==> src/if_ctrl_pkg.sv <==
////////////////////////////////////////////////////////////////////////////
// control side types of the fetch stage: pc source selects, redirect
// request and the instruction handed to decode
// boot_addr_i and mtvec must be aligned to 2**BootAlign bytes
////////////////////////////////////////////////////////////////////////////

package if_ctrl_pkg;

  // low address bits forced to zero for boot address and mtvec base
  parameter int unsigned BootAlign = 8;

  // source of the next fetch address
  typedef enum logic [2:0] {
    PC_BOOT = 3'd0,
    PC_JUMP = 3'd1,
    PC_EXC  = 3'd2,
    PC_ERET = 3'd3,
    PC_DRET = 3'd4
  } pc_sel_e;

  // vector used when the source is PC_EXC
  typedef enum logic [1:0] {
    EXC_PC_EXC     = 2'd0,
    EXC_PC_IRQ     = 2'd1,
    EXC_PC_DBD     = 2'd2,
    EXC_PC_DBG_EXC = 2'd3
  } exc_pc_sel_e;

  // redirect request from the decode side, 43 bits
  typedef struct packed {
    logic        pc_set;
    pc_sel_e     pc_mux;
    exc_pc_sel_e exc_pc_mux;
    logic [4:0]  irq_id;
    logic [31:0] jump_target;
  } pc_ctrl_t;

  // contents of the IF-ID register, 65 bits
  typedef struct packed {
    logic [31:0] rdata;
    logic [31:0] pc;
    logic        fetch_err;
  } id_instr_t;

endpackage

==> src/if_bus_pkg.sv <==
////////////////////////////////////////////////////////////////////////////
// instruction bus types, req/gnt/rvalid handshake with in-order responses
// only word accesses, no byte enables, err is valid together with rvalid
////////////////////////////////////////////////////////////////////////////

package if_bus_pkg;

  // bus requests allowed in flight at once
  parameter int unsigned MaxOutstanding = 2;

  // outward request, held until granted
  typedef struct packed {
    logic        req;
    logic [31:0] addr;
  } instr_req_t;

  // inward grant and response
  typedef struct packed {
    logic        gnt;
    logic        rvalid;
    logic [31:0] rdata;
    logic        err;
  } instr_rsp_t;

  // one fetched word as kept in the prefetch queue
  typedef struct packed {
    logic [31:0] rdata;
    logic [31:0] addr;
    logic        err;
  } fetch_entry_t;

endpackage

==> src/if_pc_select.sv <==
////////////////////////////////////////////////////////////////////////////
// next fetch address mux, purely combinational
// mtvec low BootAlign bits are ignored, irq vectors are base + 4*irq_id
////////////////////////////////////////////////////////////////////////////

`timescale 1ns/10ps

module if_pc_select #(
  parameter int unsigned DmHaltAddr      = 32'h1A11_0800,
  parameter int unsigned DmExceptionAddr = 32'h1A11_0808
) (
  input  if_ctrl_pkg::pc_ctrl_t ctrl_i,
  input  logic [31:0]           boot_addr_i,
  input  logic [31:0]           csr_mtvec_i,
  input  logic [31:0]           csr_mepc_i,
  input  logic [31:0]           csr_depc_i,
  output logic [31:0]           target_o,
  output logic                  mtvec_init_o
);

  logic [31:0] mtvec_base;
  logic [31:0] exc_pc;

  // trap base, low bits cleared
  assign mtvec_base = {csr_mtvec_i[31:if_ctrl_pkg::BootAlign],
                       {if_ctrl_pkg::BootAlign{1'b0}}};

  // exception / interrupt / debug vector
  always_comb begin
    unique case (ctrl_i.exc_pc_mux)
      if_ctrl_pkg::EXC_PC_EXC:     exc_pc = mtvec_base;
      // vectored mode, one word per interrupt id
      if_ctrl_pkg::EXC_PC_IRQ:     exc_pc = mtvec_base + {25'b0, ctrl_i.irq_id, 2'b00};
      if_ctrl_pkg::EXC_PC_DBD:     exc_pc = DmHaltAddr;
      if_ctrl_pkg::EXC_PC_DBG_EXC: exc_pc = DmExceptionAddr;
      default:                     exc_pc = mtvec_base;
    endcase
  end

  // fetch target
  always_comb begin
    unique case (ctrl_i.pc_mux)
      if_ctrl_pkg::PC_BOOT: target_o = boot_addr_i;
      if_ctrl_pkg::PC_JUMP: target_o = ctrl_i.jump_target;
      if_ctrl_pkg::PC_EXC:  target_o = exc_pc;
      // return from trap
      if_ctrl_pkg::PC_ERET: target_o = csr_mepc_i;
      // return from debug mode
      if_ctrl_pkg::PC_DRET: target_o = csr_depc_i;
      default:              target_o = boot_addr_i;
    endcase
  end

  // csr file loads mtvec from the boot address on the boot jump
  assign mtvec_init_o = ctrl_i.pc_set & (ctrl_i.pc_mux == if_ctrl_pkg::PC_BOOT);

endmodule

==> src/fetch_fifo.sv <==
////////////////////////////////////////////////////////////////////////////
// circular buffer of Depth entries, head shown to the reader
// a write while full is dropped, flush wins over read and write
////////////////////////////////////////////////////////////////////////////

`timescale 1ns/10ps

module fetch_fifo #(
  parameter type         payload_t = logic [31:0],
  parameter int unsigned Depth     = 2
) (
  input  logic                       clk_i,
  input  logic                       rst_ni,
  input  logic                       flush_i,
  input  logic                       wvalid_i,
  input  payload_t                   wdata_i,
  output logic                       rvalid_o,
  input  logic                       rready_i,
  output payload_t                   rdata_o,
  output logic [$clog2(Depth+1)-1:0] count_o
);

  localparam int unsigned PtrW = (Depth > 1) ? $clog2(Depth) : 1;
  localparam int unsigned CntW = $clog2(Depth + 1);

  payload_t        mem_q [Depth];
  logic [PtrW-1:0] wptr_q;
  logic [PtrW-1:0] rptr_q;
  logic [CntW-1:0] count_q;
  logic            wr_en;
  logic            rd_en;

  // wrap at Depth, which need not be a power of two
  function automatic logic [PtrW-1:0] ptr_inc(input logic [PtrW-1:0] ptr);
    ptr_inc = (ptr == PtrW'(Depth - 1)) ? '0 : ptr + 1'b1;
  endfunction

  assign rvalid_o = (count_q != '0);
  assign rdata_o  = mem_q[rptr_q];
  assign count_o  = count_q;

  assign rd_en = rready_i & rvalid_o;
  assign wr_en = wvalid_i & (count_q != CntW'(Depth));

  // pointers and occupancy
  always_ff @(posedge clk_i or negedge rst_ni) begin
    if (!rst_ni) begin
      wptr_q  <= '0;
      rptr_q  <= '0;
      count_q <= '0;
    end else if (flush_i) begin
      wptr_q  <= '0;
      rptr_q  <= '0;
      count_q <= '0;
    end else begin
      if (wr_en) begin
        wptr_q <= ptr_inc(wptr_q);
      end
      if (rd_en) begin
        rptr_q <= ptr_inc(rptr_q);
      end
      count_q <= count_q + CntW'(wr_en) - CntW'(rd_en);
    end
  end

  // storage
  always_ff @(posedge clk_i or negedge rst_ni) begin
    if (!rst_ni) begin
      for (int i = 0; i < Depth; i++) begin
        mem_q[i] <= '0;
      end
    end else if (wr_en && !flush_i) begin
      mem_q[wptr_q] <= wdata_i;
    end
  end

endmodule

==> src/if_prefetch.sv <==
////////////////////////////////////////////////////////////////////////////
// prefetcher for aligned 32-bit words, up to MaxOutstanding in flight
// requests go out only while outstanding + queued < FifoDepth, so every
// response finds room; responses to requests made before a redirect drop
////////////////////////////////////////////////////////////////////////////

`timescale 1ns/10ps

module if_prefetch #(
  parameter int unsigned FifoDepth = 2
) (
  input  logic                     clk_i,
  input  logic                     rst_ni,
  input  logic                     req_i,
  input  logic                     branch_i,
  input  logic [31:0]              branch_addr_i,
  output if_bus_pkg::instr_req_t   bus_req_o,
  input  if_bus_pkg::instr_rsp_t   bus_rsp_i,
  output logic                     out_valid_o,
  input  logic                     out_ready_i,
  output if_bus_pkg::fetch_entry_t out_o,
  output logic                     busy_o
);

  localparam int unsigned OutW   = $clog2(if_bus_pkg::MaxOutstanding + 1);
  localparam int unsigned QueueW = $clog2(FifoDepth + 1);

  logic [31:0]              fetch_addr_q;
  logic                     req_en_q;
  logic                     hold_q;
  logic [OutW-1:0]          out_cnt_q;
  logic [OutW-1:0]          out_cnt_d;
  logic [OutW-1:0]          stale_cnt_q;
  logic                     credit_ok;
  logic                     grant;
  logic                     rsp_stale;
  logic                     rsp_keep;
  logic                     addr_valid;
  logic [31:0]              rsp_addr;
  logic [QueueW-1:0]        queue_cnt;
  if_bus_pkg::fetch_entry_t rsp_entry;

  ////////////////////////////////////////////////////////////////////////////
  // request side
  ////////////////////////////////////////////////////////////////////////////

  // room for one more word counting both the bus and the queue
  assign credit_ok = ((32'(out_cnt_q) + 32'(queue_cnt)) < FifoDepth) &&
                     (32'(out_cnt_q) < if_bus_pkg::MaxOutstanding);

  // req_i is sampled, an ungranted request stays up except on a redirect
  assign bus_req_o.req  = (req_en_q | hold_q) & credit_ok & ~branch_i;
  assign bus_req_o.addr = fetch_addr_q;
  assign grant          = bus_req_o.req & bus_rsp_i.gnt;

  always_ff @(posedge clk_i or negedge rst_ni) begin
    if (!rst_ni) begin
      req_en_q     <= 1'b0;
      hold_q       <= 1'b0;
      fetch_addr_q <= '0;
    end else begin
      req_en_q <= req_i;
      hold_q   <= bus_req_o.req & ~bus_rsp_i.gnt;
      if (branch_i) begin
        // word aligned, low bits dropped
        fetch_addr_q <= {branch_addr_i[31:2], 2'b00};
      end else if (grant) begin
        fetch_addr_q <= fetch_addr_q + 32'd4;
      end
    end
  end

  ////////////////////////////////////////////////////////////////////////////
  // outstanding and stale tracking
  ////////////////////////////////////////////////////////////////////////////

  assign out_cnt_d = out_cnt_q + OutW'(grant) - OutW'(bus_rsp_i.rvalid);
  assign rsp_stale = (stale_cnt_q != '0);
  // response of a request made after the last redirect
  assign rsp_keep  = bus_rsp_i.rvalid & ~rsp_stale;

  always_ff @(posedge clk_i or negedge rst_ni) begin
    if (!rst_ni) begin
      out_cnt_q   <= '0;
      stale_cnt_q <= '0;
    end else begin
      out_cnt_q <= out_cnt_d;
      if (branch_i) begin
        // everything still in flight after this cycle belongs to the old stream
        stale_cnt_q <= out_cnt_d;
      end else if (bus_rsp_i.rvalid && rsp_stale) begin
        stale_cnt_q <= stale_cnt_q - 1'b1;
      end
    end
  end

  assign busy_o = (out_cnt_q != '0);

  ////////////////////////////////////////////////////////////////////////////
  // address record and word queue
  ////////////////////////////////////////////////////////////////////////////

  // addresses of live granted requests, popped by their response
  fetch_fifo #(
    .payload_t (logic [31:0]),
    .Depth     (if_bus_pkg::MaxOutstanding)
  ) addr_fifo_i (
    .clk_i    (clk_i),
    .rst_ni   (rst_ni),
    .flush_i  (branch_i),
    .wvalid_i (grant),
    .wdata_i  (fetch_addr_q),
    .rvalid_o (addr_valid),
    .rready_i (rsp_keep),
    .rdata_o  (rsp_addr),
    .count_o  ()
  );

  assign rsp_entry.rdata = bus_rsp_i.rdata;
  assign rsp_entry.addr  = rsp_addr;
  assign rsp_entry.err   = bus_rsp_i.err;

  // fetched words waiting for decode
  fetch_fifo #(
    .payload_t (if_bus_pkg::fetch_entry_t),
    .Depth     (FifoDepth)
  ) word_fifo_i (
    .clk_i    (clk_i),
    .rst_ni   (rst_ni),
    .flush_i  (branch_i),
    .wvalid_i (rsp_keep & addr_valid),
    .wdata_i  (rsp_entry),
    .rvalid_o (out_valid_o),
    .rready_i (out_ready_i),
    .rdata_o  (out_o),
    .count_o  (queue_cnt)
  );

endmodule

==> src/if_id_reg.sv <==
////////////////////////////////////////////////////////////////////////////
// IF-ID pipeline register, loads when the queue is valid and decode ready
// valid holds until instr_valid_clear_i, a load during pc_set is squashed
////////////////////////////////////////////////////////////////////////////

`timescale 1ns/10ps

module if_id_reg (
  input  logic                     clk_i,
  input  logic                     rst_ni,
  input  logic                     in_valid_i,
  input  if_bus_pkg::fetch_entry_t in_i,
  output logic                     in_ready_o,
  input  logic                     id_in_ready_i,
  input  logic                     pc_set_i,
  input  logic                     instr_valid_clear_i,
  input  logic                     pmp_err_if_i,
  output logic                     instr_valid_id_o,
  output logic                     instr_new_id_o,
  output if_ctrl_pkg::id_instr_t   id_o
);

  logic                   load;
  logic                   valid_d;
  logic                   valid_q;
  logic                   new_q;
  if_ctrl_pkg::id_instr_t id_q;

  // decode readiness passes straight to the queue
  assign in_ready_o = id_in_ready_i;
  assign load       = in_valid_i & id_in_ready_i;

  // new instruction unless a redirect kills it in the same cycle
  assign valid_d = (load & ~pc_set_i) | (valid_q & ~instr_valid_clear_i);

  // flags
  always_ff @(posedge clk_i or negedge rst_ni) begin
    if (!rst_ni) begin
      valid_q <= 1'b0;
      new_q   <= 1'b0;
    end else begin
      valid_q <= valid_d;
      // one pulse per load
      new_q   <= load;
    end
  end

  // payload, frozen while decode stalls
  always_ff @(posedge clk_i or negedge rst_ni) begin
    if (!rst_ni) begin
      id_q <= '0;
    end else if (load) begin
      id_q.rdata     <= in_i.rdata;
      id_q.pc        <= in_i.addr;
      // bus error or pmp denial at the fetch address
      id_q.fetch_err <= in_i.err | pmp_err_if_i;
    end
  end

  assign instr_valid_id_o = valid_q;
  assign instr_new_id_o   = new_q;
  assign id_o             = id_q;

endmodule

==> src/if_stage.sv <==
////////////////////////////////////////////////////////////////////////////
// instruction fetch stage: pc select, prefetch queue and IF-ID register
// only 32-bit word aligned instructions, a boot pc_set must precede fetch
////////////////////////////////////////////////////////////////////////////

`timescale 1ns/10ps

module if_stage #(
  parameter int unsigned DmHaltAddr      = 32'h1A11_0800,
  parameter int unsigned DmExceptionAddr = 32'h1A11_0808,
  parameter int unsigned FifoDepth       = 2
) (
  input  logic                   clk_i,
  input  logic                   rst_ni,
  input  logic [31:0]            boot_addr_i,
  input  logic                   req_i,
  output if_bus_pkg::instr_req_t instr_req_o,
  input  if_bus_pkg::instr_rsp_t instr_rsp_i,
  input  if_ctrl_pkg::pc_ctrl_t  ctrl_i,
  input  logic [31:0]            csr_mtvec_i,
  input  logic [31:0]            csr_mepc_i,
  input  logic [31:0]            csr_depc_i,
  input  logic                   pmp_err_if_i,
  input  logic                   id_in_ready_i,
  input  logic                   instr_valid_clear_i,
  output logic                   instr_valid_id_o,
  output logic                   instr_new_id_o,
  output if_ctrl_pkg::id_instr_t id_o,
  output logic [31:0]            pc_if_o,
  output logic [31:0]            pc_set_target_o,
  output logic                   csr_mtvec_init_o,
  output logic                   if_busy_o
);

  logic                     fetch_valid;
  logic                     fetch_ready;
  if_bus_pkg::fetch_entry_t fetch_entry;

  ////////////////////////////////////////////////////////////////////////////
  // input side
  ////////////////////////////////////////////////////////////////////////////

  if_pc_select #(
    .DmHaltAddr      (DmHaltAddr),
    .DmExceptionAddr (DmExceptionAddr)
  ) pc_select_i (
    .ctrl_i       (ctrl_i),
    .boot_addr_i  (boot_addr_i),
    .csr_mtvec_i  (csr_mtvec_i),
    .csr_mepc_i   (csr_mepc_i),
    .csr_depc_i   (csr_depc_i),
    .target_o     (pc_set_target_o),
    .mtvec_init_o (csr_mtvec_init_o)
  );

  // prefetch, redirected by pc_set to the selected target
  if_prefetch #(
    .FifoDepth (FifoDepth)
  ) prefetch_i (
    .clk_i         (clk_i),
    .rst_ni        (rst_ni),
    .req_i         (req_i),
    .branch_i      (ctrl_i.pc_set),
    .branch_addr_i (pc_set_target_o),
    .bus_req_o     (instr_req_o),
    .bus_rsp_i     (instr_rsp_i),
    .out_valid_o   (fetch_valid),
    .out_ready_i   (fetch_ready),
    .out_o         (fetch_entry),
    .busy_o        (if_busy_o)
  );

  // pc of the word at the queue head
  assign pc_if_o = fetch_entry.addr;

  ////////////////////////////////////////////////////////////////////////////
  // output side
  ////////////////////////////////////////////////////////////////////////////

  if_id_reg if_id_reg_i (
    .clk_i               (clk_i),
    .rst_ni              (rst_ni),
    .in_valid_i          (fetch_valid),
    .in_i                (fetch_entry),
    .in_ready_o          (fetch_ready),
    .id_in_ready_i       (id_in_ready_i),
    .pc_set_i            (ctrl_i.pc_set),
    .instr_valid_clear_i (instr_valid_clear_i),
    .pmp_err_if_i        (pmp_err_if_i),
    .instr_valid_id_o    (instr_valid_id_o),
    .instr_new_id_o      (instr_new_id_o),
    .id_o                (id_o)
  );

endmodule

==> config.mk <==
export PLATFORM = sky130hd
export DESIGN_NAME = if_stage
export DESIGN_NICKNAME = d
export VERILOG_FILES = /design/src/if_ctrl_pkg.sv /design/src/if_bus_pkg.sv /design/src/if_pc_select.sv /design/src/fetch_fifo.sv /design/src/if_prefetch.sv /design/src/if_id_reg.sv /design/src/if_stage.sv
export SDC_FILE = /design/constraint.sdc
export NUM_CORES = 1
export LEC_CHECK = 0
export BUFFER_PORTS_ARGS = -buffer_cell sky130_fd_sc_hd__buf_4
export CAP_MARGIN = 10
export CORE_ASPECT_RATIO = 0.7
export CORE_MARGIN = 2
export CORE_UTILIZATION = 25
export CTS_CLUSTER_SIZE = 8
export DETAILED_ROUTE_END_ITERATION = 7
export PLACE_DENSITY = 0.5
export SETUP_SLACK_MARGIN = 0.02
export SYNTH_ARGS = -nofsm -noshare
export SYNTH_HDL_FRONTEND = slang
export SYNTH_SLANG_ARGS = --single-unit
==> constraint.sdc <==
create_clock -name clk_i -period 3.5 [get_ports clk_i]
set_clock_uncertainty 0.1 [all_clocks]
set_input_delay 0.175 -clock clk_i [delete_from_list [all_inputs] [get_ports clk_i]]
set_output_delay 0.175 -clock clk_i [all_outputs]
set_load 0.005 [all_outputs]
-- Yosys cells after proc, flatten, opt, wreduce, memory -nomap -nowiden
Index checks and enable logic that the tools add are counted.
- register bits: 307
- latch bits: 0
- bits in writable memories: 0
- memory bits (read-only): 0
- input bits: 212
- output and inout port bits: 166
- word-level logic and storage cells: 129
- memories: 0
- $add $sub $neg: 14
- multipliers: 0
- divide/modulo/power cells: 0
- $lt $le $gt $ge: 8
- equality and inequality tests: 9
- shift-type cells: 0
- mux-type cells: 32
- bitwise gates (word level): 23
- reductions and logical operators: 19
- operators by type and width (operator ; number):
    65-bit two-way mux ; 4
    32-bit one-hot mux with 4 select lines ; 2
    32-bit two-way mux ; 6
    130-bit bitwise mux ; 1
    65-bit demux with 1-bit select ; 1
    64-bit bitwise mux ; 1
    32-bit by 3-bit adder with 32-bit output, second input constant ; 1
    32-bit by 7-bit adder with 32-bit output ; 1
    32-bit demux with 1-bit select ; 1
    32-bit by 2-bit < comparator with 1-bit output, second input constant ; 1
    2-bit nonzero test ; 10
    1-bit AND ; 12
    1-bit two-way mux ; 12
    2-bit greater-or-equal comparator, second input constant ; 4
    2-bit two-way mux ; 4
    1-bit inverter with 2-bit output ; 4
    2-bit by 1-bit adder with 2-bit output ; 3
    3-bit by 2-bit equality test with 1-bit output, second input constant ; 2
    1-bit logical AND ; 6
    2-bit by 1-bit subtractor with 2-bit output ; 3
    1-bit adder, second input constant ; 4
    2-bit equality test, second input constant ; 2
    2-bit by 1-bit < comparator with 1-bit output, second input constant ; 2
    2-bit inequality test, second input constant ; 2
    11 further kinds ; 16

-- Longest topological paths before layout
Gate-level depths: netlist (run 1).
- depth after elaboration: 10
- gate-level depth with buffers: 12
- mapped depth without buffers: 11

-- Cells and area by module
From an unflattened synthesis (run 1), not the netlist that was laid out.
- cell total of the unflattened synthesis: 1189
- area, all modules: 15459.8 um2
- modules (own cells, without submodules) (module ; times used ; cells an instance ; area each (um2) ; seq. area each (um2)):
    fetch_fifo at prefetch_i.word_fifo_i ; 1 ; 371 ; 5854.4 ; 3353.2
    fetch_fifo at prefetch_i.addr_fifo_i ; 1 ; 195 ; 3002.9 ; 1701.6
    if_id_reg ; 1 ; 146 ; 2690.1 ; 1676.6
    if_prefetch ; 1 ; 250 ; 2200.9 ; 900.9
    if_pc_select ; 1 ; 227 ; 1711.6 ; 0.0

-- Worst setup path after synthesis (run 1)
No wires, ideal clock.
- path type: reg-to-reg
- start point: reg prefetch_i.word_fifo_i.count_q[0] (netlist: prefetch_i.word_fifo_i.count_o[0])
- end point: reg prefetch_i.addr_fifo_i.count_q[0] (netlist: prefetch_i.addr_fifo_i.count_o[0])
- arrival time: 2698 ps
- data required time: 3267 ps
- slack: 569 ps
- stages on the path, launching flop included: 12
- path buffers: 1
- clock period less this slack: 2931 ps
- path through: dfrtp_1 -> and2_1 -> fa_1 -> or4_4 -> or2_1 -> buf_6 -> inv_2 -> o21ai_2 -> ha_1 -> inv_1 -> ha_1 -> nor2b_1
- cells in the longest elaborated chain, start to end: 10
- ends and longest elaborated chain (what ; RTL line ; source):
    start, declared ; fetch_fifo.sv:29 ; logic [CntW-1:0] count_q;
    start signal, assigned ; fetch_fifo.sv:62 ; count_q <= count_q + CntW'(wr_en) - CntW'(rd_en);
    2-bit by 2-bit adder with 3-bit output ; if_prefetch.sv:48 ; assign credit_ok = ((32'(out_cnt_q) + 32'(queue_cnt)) < FifoDepth) &&
    32-bit by 2-bit < comparator with 1-bit output ; if_prefetch.sv:48 ;
    1-bit logical AND ; if_prefetch.sv:48 ;
    1-bit AND (2 in series) ; if_prefetch.sv:52 ; assign bus_req_o.req = (req_en_q | hold_q) & credit_ok & ~branch_i;
    1-bit AND ; if_prefetch.sv:54 ; assign grant = bus_req_o.req & bus_rsp_i.gnt;
    1-bit AND ; fetch_fifo.sv:43 ; assign wr_en = wvalid_i & (count_q != CntW'(Depth));
    2-bit by 1-bit adder with 2-bit output ; fetch_fifo.sv:62 ;
    2-bit by 1-bit subtractor with 2-bit output ; fetch_fifo.sv:62 ;
    2-bit two-way mux ; fetch_fifo.sv:51 ; end else if (flush_i) begin
    end signal, assigned ; fetch_fifo.sv:62 ;
    end, declared ; fetch_fifo.sv:29 ;
No other way between the ends.
A chain may end at the register's enable or synchronous reset.

-- Worst setup path after layout (run 1)
- start point: reg prefetch_i.word_fifo_i.count_q[0] (netlist: prefetch_i.word_fifo_i.count_o[0])
- end point: reg prefetch_i.addr_fifo_i.count_q[1] (netlist: prefetch_i.addr_fifo_i.count_o[1])
Same word-level chain as after synthesis.

==> results of run 1 <==
[metal layers]
layer  up-vias  wire length (um)  share of wire
met4         0               915          0.020
met1      5748             21830           0.47
met2       282             21350           0.46
met3        71              2341          0.050
li1       5513                 -              -
met5         -                 0              0
[stage by stage]
| step | area (um2) | utilization |
|---|---|---|
| 6_report | 19500 | 0.3433 |
| 5_1_grt | 19500 | 0.3433 |
| 3_3_place_gp | 17740 | 0.3123 |
| 3_5_place_dp | 17740 | 0.3123 |
| 4_1_cts | 19500 | 0.3432 |
| 2_1_floorplan | 14410 | - |
[flip-flops by register name, summed over array words and instances (netlist names)]
register                        cells
prefetch_i.word_fifo_i.mem_q      126
if_id_reg_i.id_o                   63
prefetch_i.addr_fifo_i.mem_q       60
prefetch_i.fetch_addr_q            30
prefetch_i.addr_fifo_i.count_o      2
prefetch_i.out_cnt_q                2
prefetch_i.stale_cnt_q              2
prefetch_i.word_fifo_i.count_o      2
if_id_reg_i.instr_new_id_o          1
if_id_reg_i.instr_valid_id_o        1
prefetch_i.addr_fifo_i.rptr_q       1
prefetch_i.addr_fifo_i.wptr_q       1
prefetch_i.hold_q                   1
prefetch_i.req_en_q                 1
prefetch_i.word_fifo_i.rptr_q       1
prefetch_i.word_fifo_i.wptr_q       1
[power by group through the flow]
| stage | combinational [mW] | sequential [mW] | clock, mW |
|---|---|---|---|
| finish | 3.52 | 4.85 | 3.68 |
| global route | 3.89 | 4.97 | 4.01 |
| floorplan | 2.06 | 4.67 | 0 |
| CTS | 3.60 | 4.86 | 3.84 |
| detailed placement | 3.53 | 4.91 | 0 |
| global placement | 3.47 | 4.86 | 0 |
[critical path, stage by stage, from the launching register on]
cell	delay (ns)
dfrtp_1	0.42
and2_1	0.17
fa_1	0.43
or4_4	0.58
or2_1	0.27
inv_2	0.16
o21ai_2	0.11
ha_1	0.28
inv_1	0.04
ha_1	0.19
xnor2_1	0.16
nor2_1	0.06
[layout by cell type, fill, tap and decap left out, drive strengths merged, types with 18 or more instances in the layout]
cell,Yosys,layout
a21oi,82,82
nor3,19,19
o21ai,74,74
nand3,25,25
clkbuf,51,48
mux2,159,159
buf,75,388
dlygate4sd3,0,59
dfrtp,295,295
nand2,175,175
mux2i,85,85
nor2,107,107
inv,17,18
[cells in the mapped netlist (all sizes together) (6+ instances only)]
| master | number | share of area |
|---|---|---|
| nor3 | 19 | 0.0066 |
| nor2b | 14 | 0.0061 |
| o221ai | 8 | 0.0049 |
| clkbuf | 51 | 0.013 |
| a21oi | 82 | 0.029 |
| xnor2 | 9 | 0.0055 |
| a32oi | 6 | 0.0037 |
| o21ai | 74 | 0.026 |
| nand4 | 10 | 0.0043 |
| nand3 | 25 | 0.0087 |
| a221o | 6 | 0.0042 |
| mux2 | 159 | 0.12 |
| a22o | 6 | 0.0037 |
| dfrtp | 295 | 0.51 |
| a22oi | 8 | 0.0045 |
| a21o | 9 | 0.0047 |
| inv | 17 | 0.0044 |
| nand2 | 175 | 0.046 |
| and2 | 8 | 0.0035 |
| and3 | 6 | 0.0026 |
| o31ai | 8 | 0.0042 |
| o21a | 7 | 0.0037 |
| mux2i | 85 | 0.059 |
| o211ai | 12 | 0.0063 |
| nor2 | 107 | 0.028 |
| buf | 75 | 0.032 |
| ha | 8 | 0.0070 |
[worst max-delay path by stage]
| stage | start | end | slack [ns] | depth (start not counted) |
|---|---|---|---|---|
| after floorplan | prefetch_i.word_fifo_i.count_o[0] | prefetch_i.addr_fifo_i.count_o[0] | 0.57 | 11 |
| after global placement | prefetch_i.word_fifo_i.count_o[0] | prefetch_i.addr_fifo_i.count_o[1] | 0.36 | 11 |
| after detailed placement | prefetch_i.word_fifo_i.count_o[0] | prefetch_i.addr_fifo_i.count_o[1] | 0.39 | 11 |
| after CTS | prefetch_i.word_fifo_i.count_o[0] | prefetch_i.addr_fifo_i.count_o[1] | 0.36 | 11 |
| after global routing | prefetch_i.word_fifo_i.count_o[0] | prefetch_i.addr_fifo_i.count_o[1] | 0.18 | 11 |
| final | prefetch_i.word_fifo_i.count_o[0] | prefetch_i.addr_fifo_i.count_o[1] | 0.37 | 11 |
[cell type report]
class                      count  area share
clock inverter                 4    0.003208
sequential                   295      0.3788
timing repair buffer         447      0.1852
inverter                      17    0.003272
antenna                        1   0.0001283
multi-input combinational    928      0.3247
tap                          750     0.04812
clock buffer                  48     0.05665
[kinds of logic (layout without fill, tap and decap cells)]
| logic type | Yosys count | count (layout) | share of synthesized area |
|---|---|---|---|
| other cells | 1 | 7 | 0.0002606 |
| compound gates | 260 | 260 | 0.1137 |
| mux | 244 | 244 | 0.1836 |
| flops | 295 | 295 | 0.5130 |
| buf+inv | 143 | 516 | 0.05017 |
| xor+xnor | 13 | 13 | 0.007913 |
| fa+ha+maj | 9 | 9 | 0.008348 |
| simple gates | 396 | 396 | 0.1230 |
[repair_timing]
item,4_1_cts,5_1_grt
gates resized for setup,0,0
endpoints found under the hold margin,194,0
hold buffers,59,0
==> run_results.csv, run 1 <==
group,metric,value,unit
status,status,"completed",
pwr,p_comb_frac,0.292,
synthesis,synth_seq_cells,295,
timing,slew_headroom,0.2928,
die,start_util,0.2533,
drt,drt_iter0_markers,696,
pwr,intPower,8.234,mW
worst_setup_path,arrival,3.43,ns
placed_design,dpl.hpwl,33.47,mm
synthesis,synth.avg_cell_area,10.57,um2
clock_tree,htree_levels,2,
flow_run,cap_violations,0,
min_path,hold_end,"prefetch_i.fetch_addr_q[12]",
global_routing,met1_usage,0.2162,
pwr,seqPwrFrac,0.402,
layout,fill_cells,5793,
global_routing,antenna_found_initial,1,
synthesis,synth_edf_count,0,
worst_setup_path,crit_path_max_fanout,9,
pwr,clkPwrFrac,0.306,
timing,finalSetupViolCount,0,
pwr,p_switching,3.819,mW
layout,regArea,0.007387,mm2
worst_setup_path,start_kind,"register",
pwr,p_leak,9.246,nW
worst_setup_path,r2r-end,"prefetch_i.addr_fifo_i.count_o[1]",
timing,fmax,319.8,MHz
placed_design,place_inst,2378,
clock_tree,root_buffer,"clkbuf_16",
clock_tree,clk_path_buf_depth,3,
worst_setup_path,required,3.80,ns
die,rows,73,
placed_design,gp_congestion,0.9115,
layout,nets,1953,
timing,period_share,0.8934,
worst_setup_path,r2r-start,"prefetch_i.word_fifo_i.count_o[0]",
global_routing,grt_start_max_net_pins,113,
drt,dr.pass1.iters,5,
worst_setup_path,reg2reg_depth,11,
drt,drc_errors,0,
timing,rsz0062_at_grt,"no",
timing,worst_pin_slew,1.061,ns
drt,drt-total-wl,46.44,mm
die,dieArea,0.05952,mm2
placed_design,io_buffers,363,
timing,min_period,3.127,ns
global_routing,top_usage_layer,"met2",
synthesis,async_flop_share,1.000,
die,die_w,290.7,um
drt,num_vias,11610,
drt,avgViaCountPerCell,4.664,
die,io_pins,378,
pwr,power,12.05,mW
synthesis,seq_area_frac_synth,0.5130,
layout,area_delta_synth_final,35.54,%
pwr,ir_drop,323.6,uV
timing,slew_viol_final,0,
placed_design,pre_cts_ws,0.3871,ns
synthesis,synth_warnings,0,
drt,drtAntennaViolNets,0,
timing,holdWs,0.03402,ns
min_path,min_from,"boot_addr_i[12]",
pwr,switching_share,0.3168,
timing,fin_setup_tns,0,ns
clock_tree,clkTransAtPathRegs,0.05,ns
synthesis,syn_inst,1361,
global_routing,grt_use_total,0.1527,
pwr,powerDensity,618.0,mW/mm2
clock_tree,clkLatencyLatePin,0.55,ns
clock_tree,post-cts-setup-buffer-count,0,
die,coreArea,0.05681,mm2
clock_tree,cts_buffers,43,
synthesis,ys_types,68,
worst_setup_path,worst_setup_path_end_kind,"register",
global_routing,gr-total-overflow,0,
timing,hold_viol,0,
worst_setup_path,regToRegSetupSlack,0.37,ns
global_routing,grt_util_met3,0.02940,
worst_setup_path,critical_path_class,"reg2reg",
global_routing,first_global_vias,11790,
clock_tree,cts_sinks,295,
layout,stdcell_count,2490,
min_path,hold_depth,4,
clock_tree,tritoncts,"yes",
die,die_h,204.7,um
timing,timing.final.ws_setup,0.3729,ns
layout,multi_input_area,0.006332,mm2
global_routing,grt_util_met2,0.2392,
synthesis,syn_area,0.01439,mm2
layout,drive_gt1_frac,0.3525,
drt,avgRoutedWirePerCell,18.65,um
global_routing,grt_pass1_wl,70.90,mm
min_path,hp-class,"in2reg",
synthesis,ys.flop_type,"dfrtp_1",
Power figures use the tool's default switching activity.
==> run 2, diff against run 1 <==
--- a/config.mk
+++ b/config.mk
@@ -12,8 +12,10 @@
 export CORE_UTILIZATION = 25
 export CTS_CLUSTER_SIZE = 8
 export DETAILED_ROUTE_END_ITERATION = 7
+export GPL_TIMING_DRIVEN = 0
 export PLACE_DENSITY = 0.5
 export SETUP_SLACK_MARGIN = 0.02
+export SKIP_LAST_GASP = 1
 export SYNTH_ARGS = -nofsm -noshare
 export SYNTH_HDL_FRONTEND = slang
 export SYNTH_SLANG_ARGS = --single-unit
==> run 2 against run 1 <==
  * Sequential power down 2%
  * Sequential share of layout area down 0.74 points
  * Register-to-register slack worse by 0.18 ns
  * Non-clock buffer count rose by 102
  * Power grew 2.4%
  * Critical path type unchanged
==> run_results.csv, run 2 (same netlist as run 1, synthesis figures left out) <==
group,metric,value,unit
status,status,"completed",
pwr,powerDensity,621.2,mW/mm2
worst_setup_path,worst_setup_path_end_kind,"register",
layout,largest_reg_flops,126,
timing,worst_pin_slew,0.9318,ns
global_routing,grt_util_met3,0.03548,
drt,num_vias,12180,
placed_design,dpl.hpwl,40.11,mm
clock_tree,htree_levels,2,
layout,largest_register,"prefetch_i.word_fifo_i.mem_q",
layout,final_common_cell,"buf_4",
die,die_w,290.7,um
flow_run,cap_violations,0,
drt,avgRoutedWirePerCell,20.37,um
layout,layout_common_cells,"buf_4, dfrtp_1, nand2_1, mux2_2, nor2_1",
timing,fin_setup_tns,0,ns
placed_design,place_area,0.01812,mm2
pwr,p_leak,9.485,nW
timing,slew_viol_final,0,
drt,avgViaCountPerCell,4.711,
die,coreArea,0.05681,mm2
global_routing,top_usage_layer,"met2",
timing,fmax,302.4,MHz
drt,drt-total-wl,52.67,mm
timing,min_period,3.306,ns
global_routing,grt_pass1_wl,79.21,mm
min_path,hp-class,"in2reg",
clock_tree,root_buffer,"clkbuf_16",
layout,fin_util,0.3499,
pwr,power,12.35,mW
placed_design,pre_cts_ws,0.04738,ns
timing,finalSetupViolCount,0,
worst_setup_path,critical_path_class,"reg2reg",
global_routing,grt_start_max_net_pins,116,
worst_setup_path,start_kind,"register",
layout,fill_cells,5817,
clock_tree,clkTransAtPathRegs,0.05,ns
worst_setup_path,crit_path_max_fanout,10,
pwr,ir_drop,326.2,uV
timing,rsz0062_at_grt,"no",
drt,drc_errors,0,
placed_design,io_buffers,360,
timing,period_share,0.9447,
die,dieArea,0.05952,mm2
die,io_pins,378,
layout,stdcell_count,2586,
global_routing,grt_util_met2,0.2649,
worst_setup_path,arrival,3.66,ns
layout,area_delta_synth_final,38.14,%
clock_tree,clkLatencyLatePin,0.54,ns
layout,fin_area,0.01988,mm2
drt,drtAntennaViolNets,0,
timing,slew_headroom,0.3762,
layout,drive_gt1_frac,0.3482,
timing,holdWs,0.02991,ns
global_routing,met1_usage,0.2571,
clock_tree,clk_path_buf_depth,3,
drt,drt_iter0_markers,900,
global_routing,antenna_found_initial,1,
placed_design,place_inst,2478,
timing,timing.final.ws_setup,0.1935,ns
die,die_h,204.7,um
timing,hold_viol,0,
clock_tree,tritoncts,"yes",
clock_tree,cts_sinks,295,
drt,dr.pass1.iters,5,
global_routing,grt_use_total,0.1750,
global_routing,gr-total-overflow,0,
layout,nets,2054,
die,rows,73,
die,start_util,0.2533,
placed_design,gp_congestion,0.9064,
global_routing,first_global_vias,12450,
clock_tree,cts_buffers,42,
clock_tree,post-cts-setup-buffer-count,0,
worst_setup_path,required,3.85,ns
run 2: cell count changes in the layout (fill, tap and decap cells not counted), moves of 2 or more:
| cell | before | now |
|---|---|---|
| buf_1 | 0 | 15 |
| buf_12 | 8 | 0 |
| buf_16 | 0 | 2 |
| buf_2 | 0 | 18 |
| buf_4 | 379 | 398 |
| buf_6 | 0 | 2 |
| clkbuf_1 | 4 | 52 |
| dfrtp_1 | 293 | 295 |
| dlygate4sd3_1 | 59 | 61 |
run 2: worst paths after layout:
check,from,endpoint,slack [ns],cells past startpoint
setup / recovery,prefetch_i.out_cnt_q[0],prefetch_i.stale_cnt_q[1],0.19,12
hold / removal,boot_addr_i[19],prefetch_i.fetch_addr_q[19],0.03,4
setup reg to reg,prefetch_i.out_cnt_q[0],prefetch_i.stale_cnt_q[1],0.19,12
hold reg to reg,if_id_reg_i.id_o[11],if_id_reg_i.id_o[11],0.37,2
max in group asynchronous,rst_ni,prefetch_i.addr_fifo_i.mem_q[5],2.19,3
min in group asynchronous,rst_ni,if_id_reg_i.id_o[20],0.10,2
run 2: cell type report:
cell class	instances	area (um2)	area share
flip-flops and latches	295	7382	0.3714
multi-input cells	928	6319	0.3179
repair buffers	423	3376	0.1698
clock buffers	45	1105	0.05558
well taps	750	938.4	0.04721
plain buffers	126	660.6	0.03324
inverters	17	63.81	0.003210
clock inverters	1	30.03	0.001511
diodes	1	2.502	0.0001259
run 2: per-layer routing:
layer,vias to the layer above,routed length (um)
li1,5703,-
met1,6118,25860
met2,292,23170
met3,68,2722
met4,2,898
met5,-,13
run 2: repair_timing:
item                                   4_1_cts  5_1_grt
setup endpoints to repair                    0        5
gates resized for setup                      0        2
hold buffers                                61        0
endpoints found under the hold margin      162        0
run 2: power breakdown:
part           total, mW  switching [mW]  internal [mW]
clock               3.67            1.47           2.20
sequential          4.75           0.531           4.22
combinational       3.93            1.95           1.98
run 2: critical path: stages (launching register included):
cell	delay (ns)
dfrtp_1	0.39
and2_1	0.17
fa_1	0.44
or4_4	0.60
or2_1	0.26
buf_6	0.14
inv_2	0.13
clkbuf_4	0.27
ha_1	0.20
xnor2_1	0.13
xnor2_1	0.19
nand2_1	0.08
o21ai_0	0.10
==> run 3, diff against run 2 <==
--- a/config.mk
+++ b/config.mk
@@ -13,9 +13,10 @@
 export CTS_CLUSTER_SIZE = 8
 export DETAILED_ROUTE_END_ITERATION = 7
 export GPL_TIMING_DRIVEN = 0
-export PLACE_DENSITY = 0.5
+export PLACE_DENSITY = 0.51
 export SETUP_SLACK_MARGIN = 0.02
 export SKIP_LAST_GASP = 1
 export SYNTH_ARGS = -nofsm -noshare
 export SYNTH_HDL_FRONTEND = slang
+export SYNTH_HIERARCHICAL = 1
 export SYNTH_SLANG_ARGS = --single-unit
==> run 3 against run 2 <==
  * Combinational power down 9.7%
  * Flip-flop and latch count is 10 higher
  * Critical path depth grew 1
  * Synthesized cell count fell by 13%
  * Synthesized area is 7.4% higher
  * Final cell count fell by 3.4%
  * Critical path type unchanged
  * Critical endpoint is now prefetch_i/addr_fifo_i/count_o[1]
  * Highest routed layer unchanged
==> run_results.csv, run 3 <==
group,metric,value,unit
global_routing,gr-total-overflow,0,
placed_design,place_inst,2382,
worst_setup_path,worst_setup_path_end_kind,"register",
layout,nets,1896,
pwr,p_leak,10.25,nW
timing,period_share,0.9647,
synthesis,synth.avg_cell_area,13.00,um2
worst_setup_path,max_stage_delay,0.53,ns
die,coreArea,0.06133,mm2
layout,largest_register,"prefetch_i/word_fifo_i/mem_q",
global_routing,antenna_found_initial,2,
global_routing,grt_use_total,0.1589,
pwr,powerDensity,570.1,mW/mm2
pwr,power,12.08,mW
synthesis,synthTopCellsByArea,"dfrtp_1, mux2_2, mux2_4",
placed_design,gp_congestion,0.8828,
timing,min_period,3.376,ns
drt,drtAntennaViolNets,0,
worst_setup_path,start_kind,"register",
timing,finalSetupViolCount,0,
clock_tree,htree_levels,2,
drt,routed.top_layer,"met5",
clock_tree,clkTransAtPathRegs,0.06,ns
die,io_pins,378,
worst_setup_path,cpMaxStageDelayCell,"or4_4",
global_routing,first_global_vias,12110,
die,rows,76,
drt,dr_wl_met2,22.83,mm
synthesis,synth_edf_count,0,
timing,rsz0062_at_grt,"yes",
layout,layout_common_cells,"buf_4, dfrtp_1, mux2_2, nand2_1, dlygate4sd3_1",
layout,antenna_cells,0,
synthesis,synth_top_area_frac,0.4937,
worst_setup_path,critical_path_class,"reg2reg",
synthesis,ys_types,70,
timing,slew_headroom,0.3710,
clock_tree,cts_sinks,305,
die,dieArea,0.06388,mm2
layout,stdcell_count,2498,
placed_design,io_buffers,367,
clock_tree,clkLatencyLatePin,0.55,ns
clock_tree,tritoncts,"yes",
drt,num_vias,11760,
pwr,ir_drop,383.2,uV
worst_setup_path,crit_path_max_fanout,12,
flow_run,cap_violations,0,
synthesis,syn_area,0.01546,mm2
die,start_util,0.2521,
timing,slew_viol_final,0,
placed_design,place_area,0.01932,mm2
synthesis,seq_area_frac_synth,0.4937,
placed_design,dpl.hpwl,38.89,mm
synthesis,synth_warnings,6,
timing,hold_viol,0,
layout,drive_gt1_frac,0.4818,
drt,drt-total-wl,52.11,mm
worst_setup_path,arrival,3.68,ns
drt,drc_errors,0,
timing,worst_pin_slew,0.9364,ns
die,die_w,301.2,um
synthesis,ys_top_cells_by_count,"dfrtp_1, mux2_2, nand2_1",
synthesis,async_flop_share,1.000,
drt,drt_iter0_markers,632,
synthesis,synth_seq_cells,305,
clock_tree,clk_path_buf_depth,3,
global_routing,grt_pass1_wl,76.73,mm
drt,met1Wirelength,25.65,mm
clock_tree,cts_buffers,44,
drt,dr.pass1.iters,5,
layout,fin_util,0.3453,
drt,avgRoutedWirePerCell,20.86,um
synthesis,yosysMostFrequentCell,"dfrtp_1",
global_routing,grt_start_max_net_pins,117,
worst_setup_path,cp_cell_sequence,"and2_1 -> fa_1 -> or4_4 -> or2_4 -> clkinv_2 -> buf_6 -> nand2_1 -> ha_1 -> inv_1 -> ha_1 -> xor2_1 -> and2_1 -> nor3_2",
drt,wl_met3,2.721,mm
timing,fmax,296.2,MHz
synthesis,syn_inst,1189,
clock_tree,root_buffer,"clkbuf_16",
layout,area_delta_synth_final,37.01,%
worst_setup_path,required,3.80,ns
synthesis,ys.flop_type,"dfrtp_1",
layout,fill_cells,6104,
die,die_h,212.1,um
layout,fin_area,0.02118,mm2
min_path,hp-class,"in2reg",
layout,final_common_cell,"buf_4",
drt,avgViaCountPerCell,4.706,
status,status,"completed",
synthesis,synth_top_area_cell,"dfrtp_1",
layout,largest_reg_flops,130,
[run 3: cell count changes in the layout (fill, tap and decap cells not counted), moves of 19 or more]
cell       previous run  this run
mux2i_1              85         4
mux2_2              155       264
mux2_1                4        52
o2111ai_1             1        23
a21oi_1              82        16
mux2_4                0        40
or4b_1                0        46
nand3b_1              0        20
a2bb2oi_1             4        23
nand2_1             175        66
nor2_1              106        24
clkbuf_1             52        21
o21ai_0              71        19
[run 3: critical path: cells and delay by family (launching register included)]
kind,cells,cell delay (ns)
xor gates and xnor gates,1,0.21
adders and majority gates,3,0.88
buffers and inverters,3,0.36
DFF,1,0.38
and+or+nand+nor,6,1.30
[run 3: path summary, 6_finish.rpt]
path,from,to,slack [ns],cells past startpoint
hold reg to reg,prefetch_i/word_fifo_i/mem_q[102],prefetch_i/word_fifo_i/mem_q[102],0.38,1
setup / recovery,prefetch_i/word_fifo_i/count_o[0],prefetch_i/addr_fifo_i/count_o[1],0.12,13
max in group asynchronous,rst_ni,if_id_reg_i/id_o[40],1.62,4
min in group asynchronous,rst_ni,prefetch_i/addr_fifo_i/mem_q[47],0.12,2
setup reg to reg,prefetch_i/word_fifo_i/count_o[0],prefetch_i/addr_fifo_i/count_o[1],0.12,13
hold / removal,boot_addr_i[25],prefetch_i/fetch_addr_q[25],0.02,4
[run 3: power breakdown]
part	switching, mW	internal, mW	total, mW	leakage, nW
logic	1.56	1.99	3.55	5.52
clock network	1.54	2.32	3.86	0.586
registers	0.479	4.19	4.67	4.14
[run 3: cells by family after synthesis]
logic type	Yosys count	share of synthesized area
simple gates	253	0.1062
buf+inv	108	0.04508
xor+xnor	12	0.006798
mux	360	0.2716
other cells	1	0.0002426
fa+ha+maj	9	0.007770
flops	305	0.4937
compound gates	141	0.06863
[run 3: metal layers]
layer | vias to the layer above | track usage
li1 | 5391 | -
met1 | 5995 | 0.2384
met2 | 295 | 0.2335
met3 | 73 | 0.03239
met4 | 2 | 0.03380
met5 | - | 0
[run 3: what timing repair did]
action,4_1_cts,5_1_grt
endpoints found under the setup margin,33,36
hold buffers,64,0
gates resized for setup,0,3
setup buffers,3,0
endpoints found under the hold margin,168,0
pin swaps,1,1
[run 3: final cells by class]
| type | count | area, um2 | area share |
|---|---|---|---|
| buffer | 84 | 608.1 | 0.02871 |
| tap | 819 | 1025 | 0.04838 |
| multi-input combinational | 781 | 7154 | 0.3378 |
| clock buffer | 46 | 1119 | 0.05281 |
| clock inverter | 4 | 75.07 | 0.003544 |
| timing repair buffer | 436 | 3481 | 0.1643 |
| inverter | 23 | 87.58 | 0.004135 |
| sequential | 305 | 7632 | 0.3603 |
[run 3: per-stage QoR]
step | setup WS, ns | TNS (ns) | hold slack [ns]
floorplan | 0.2837 | 0 | -0.2206
global placement | -0.7052 | -204.85 | 0.1876
detailed placement | -0.1980 | -5.506 | 0.1144
CTS | 0.03345 | 0 | 0.0006892
global route | -0.001545 | -0.001545 | 0.02015
finish | 0.1235 | 0 | 0.02367
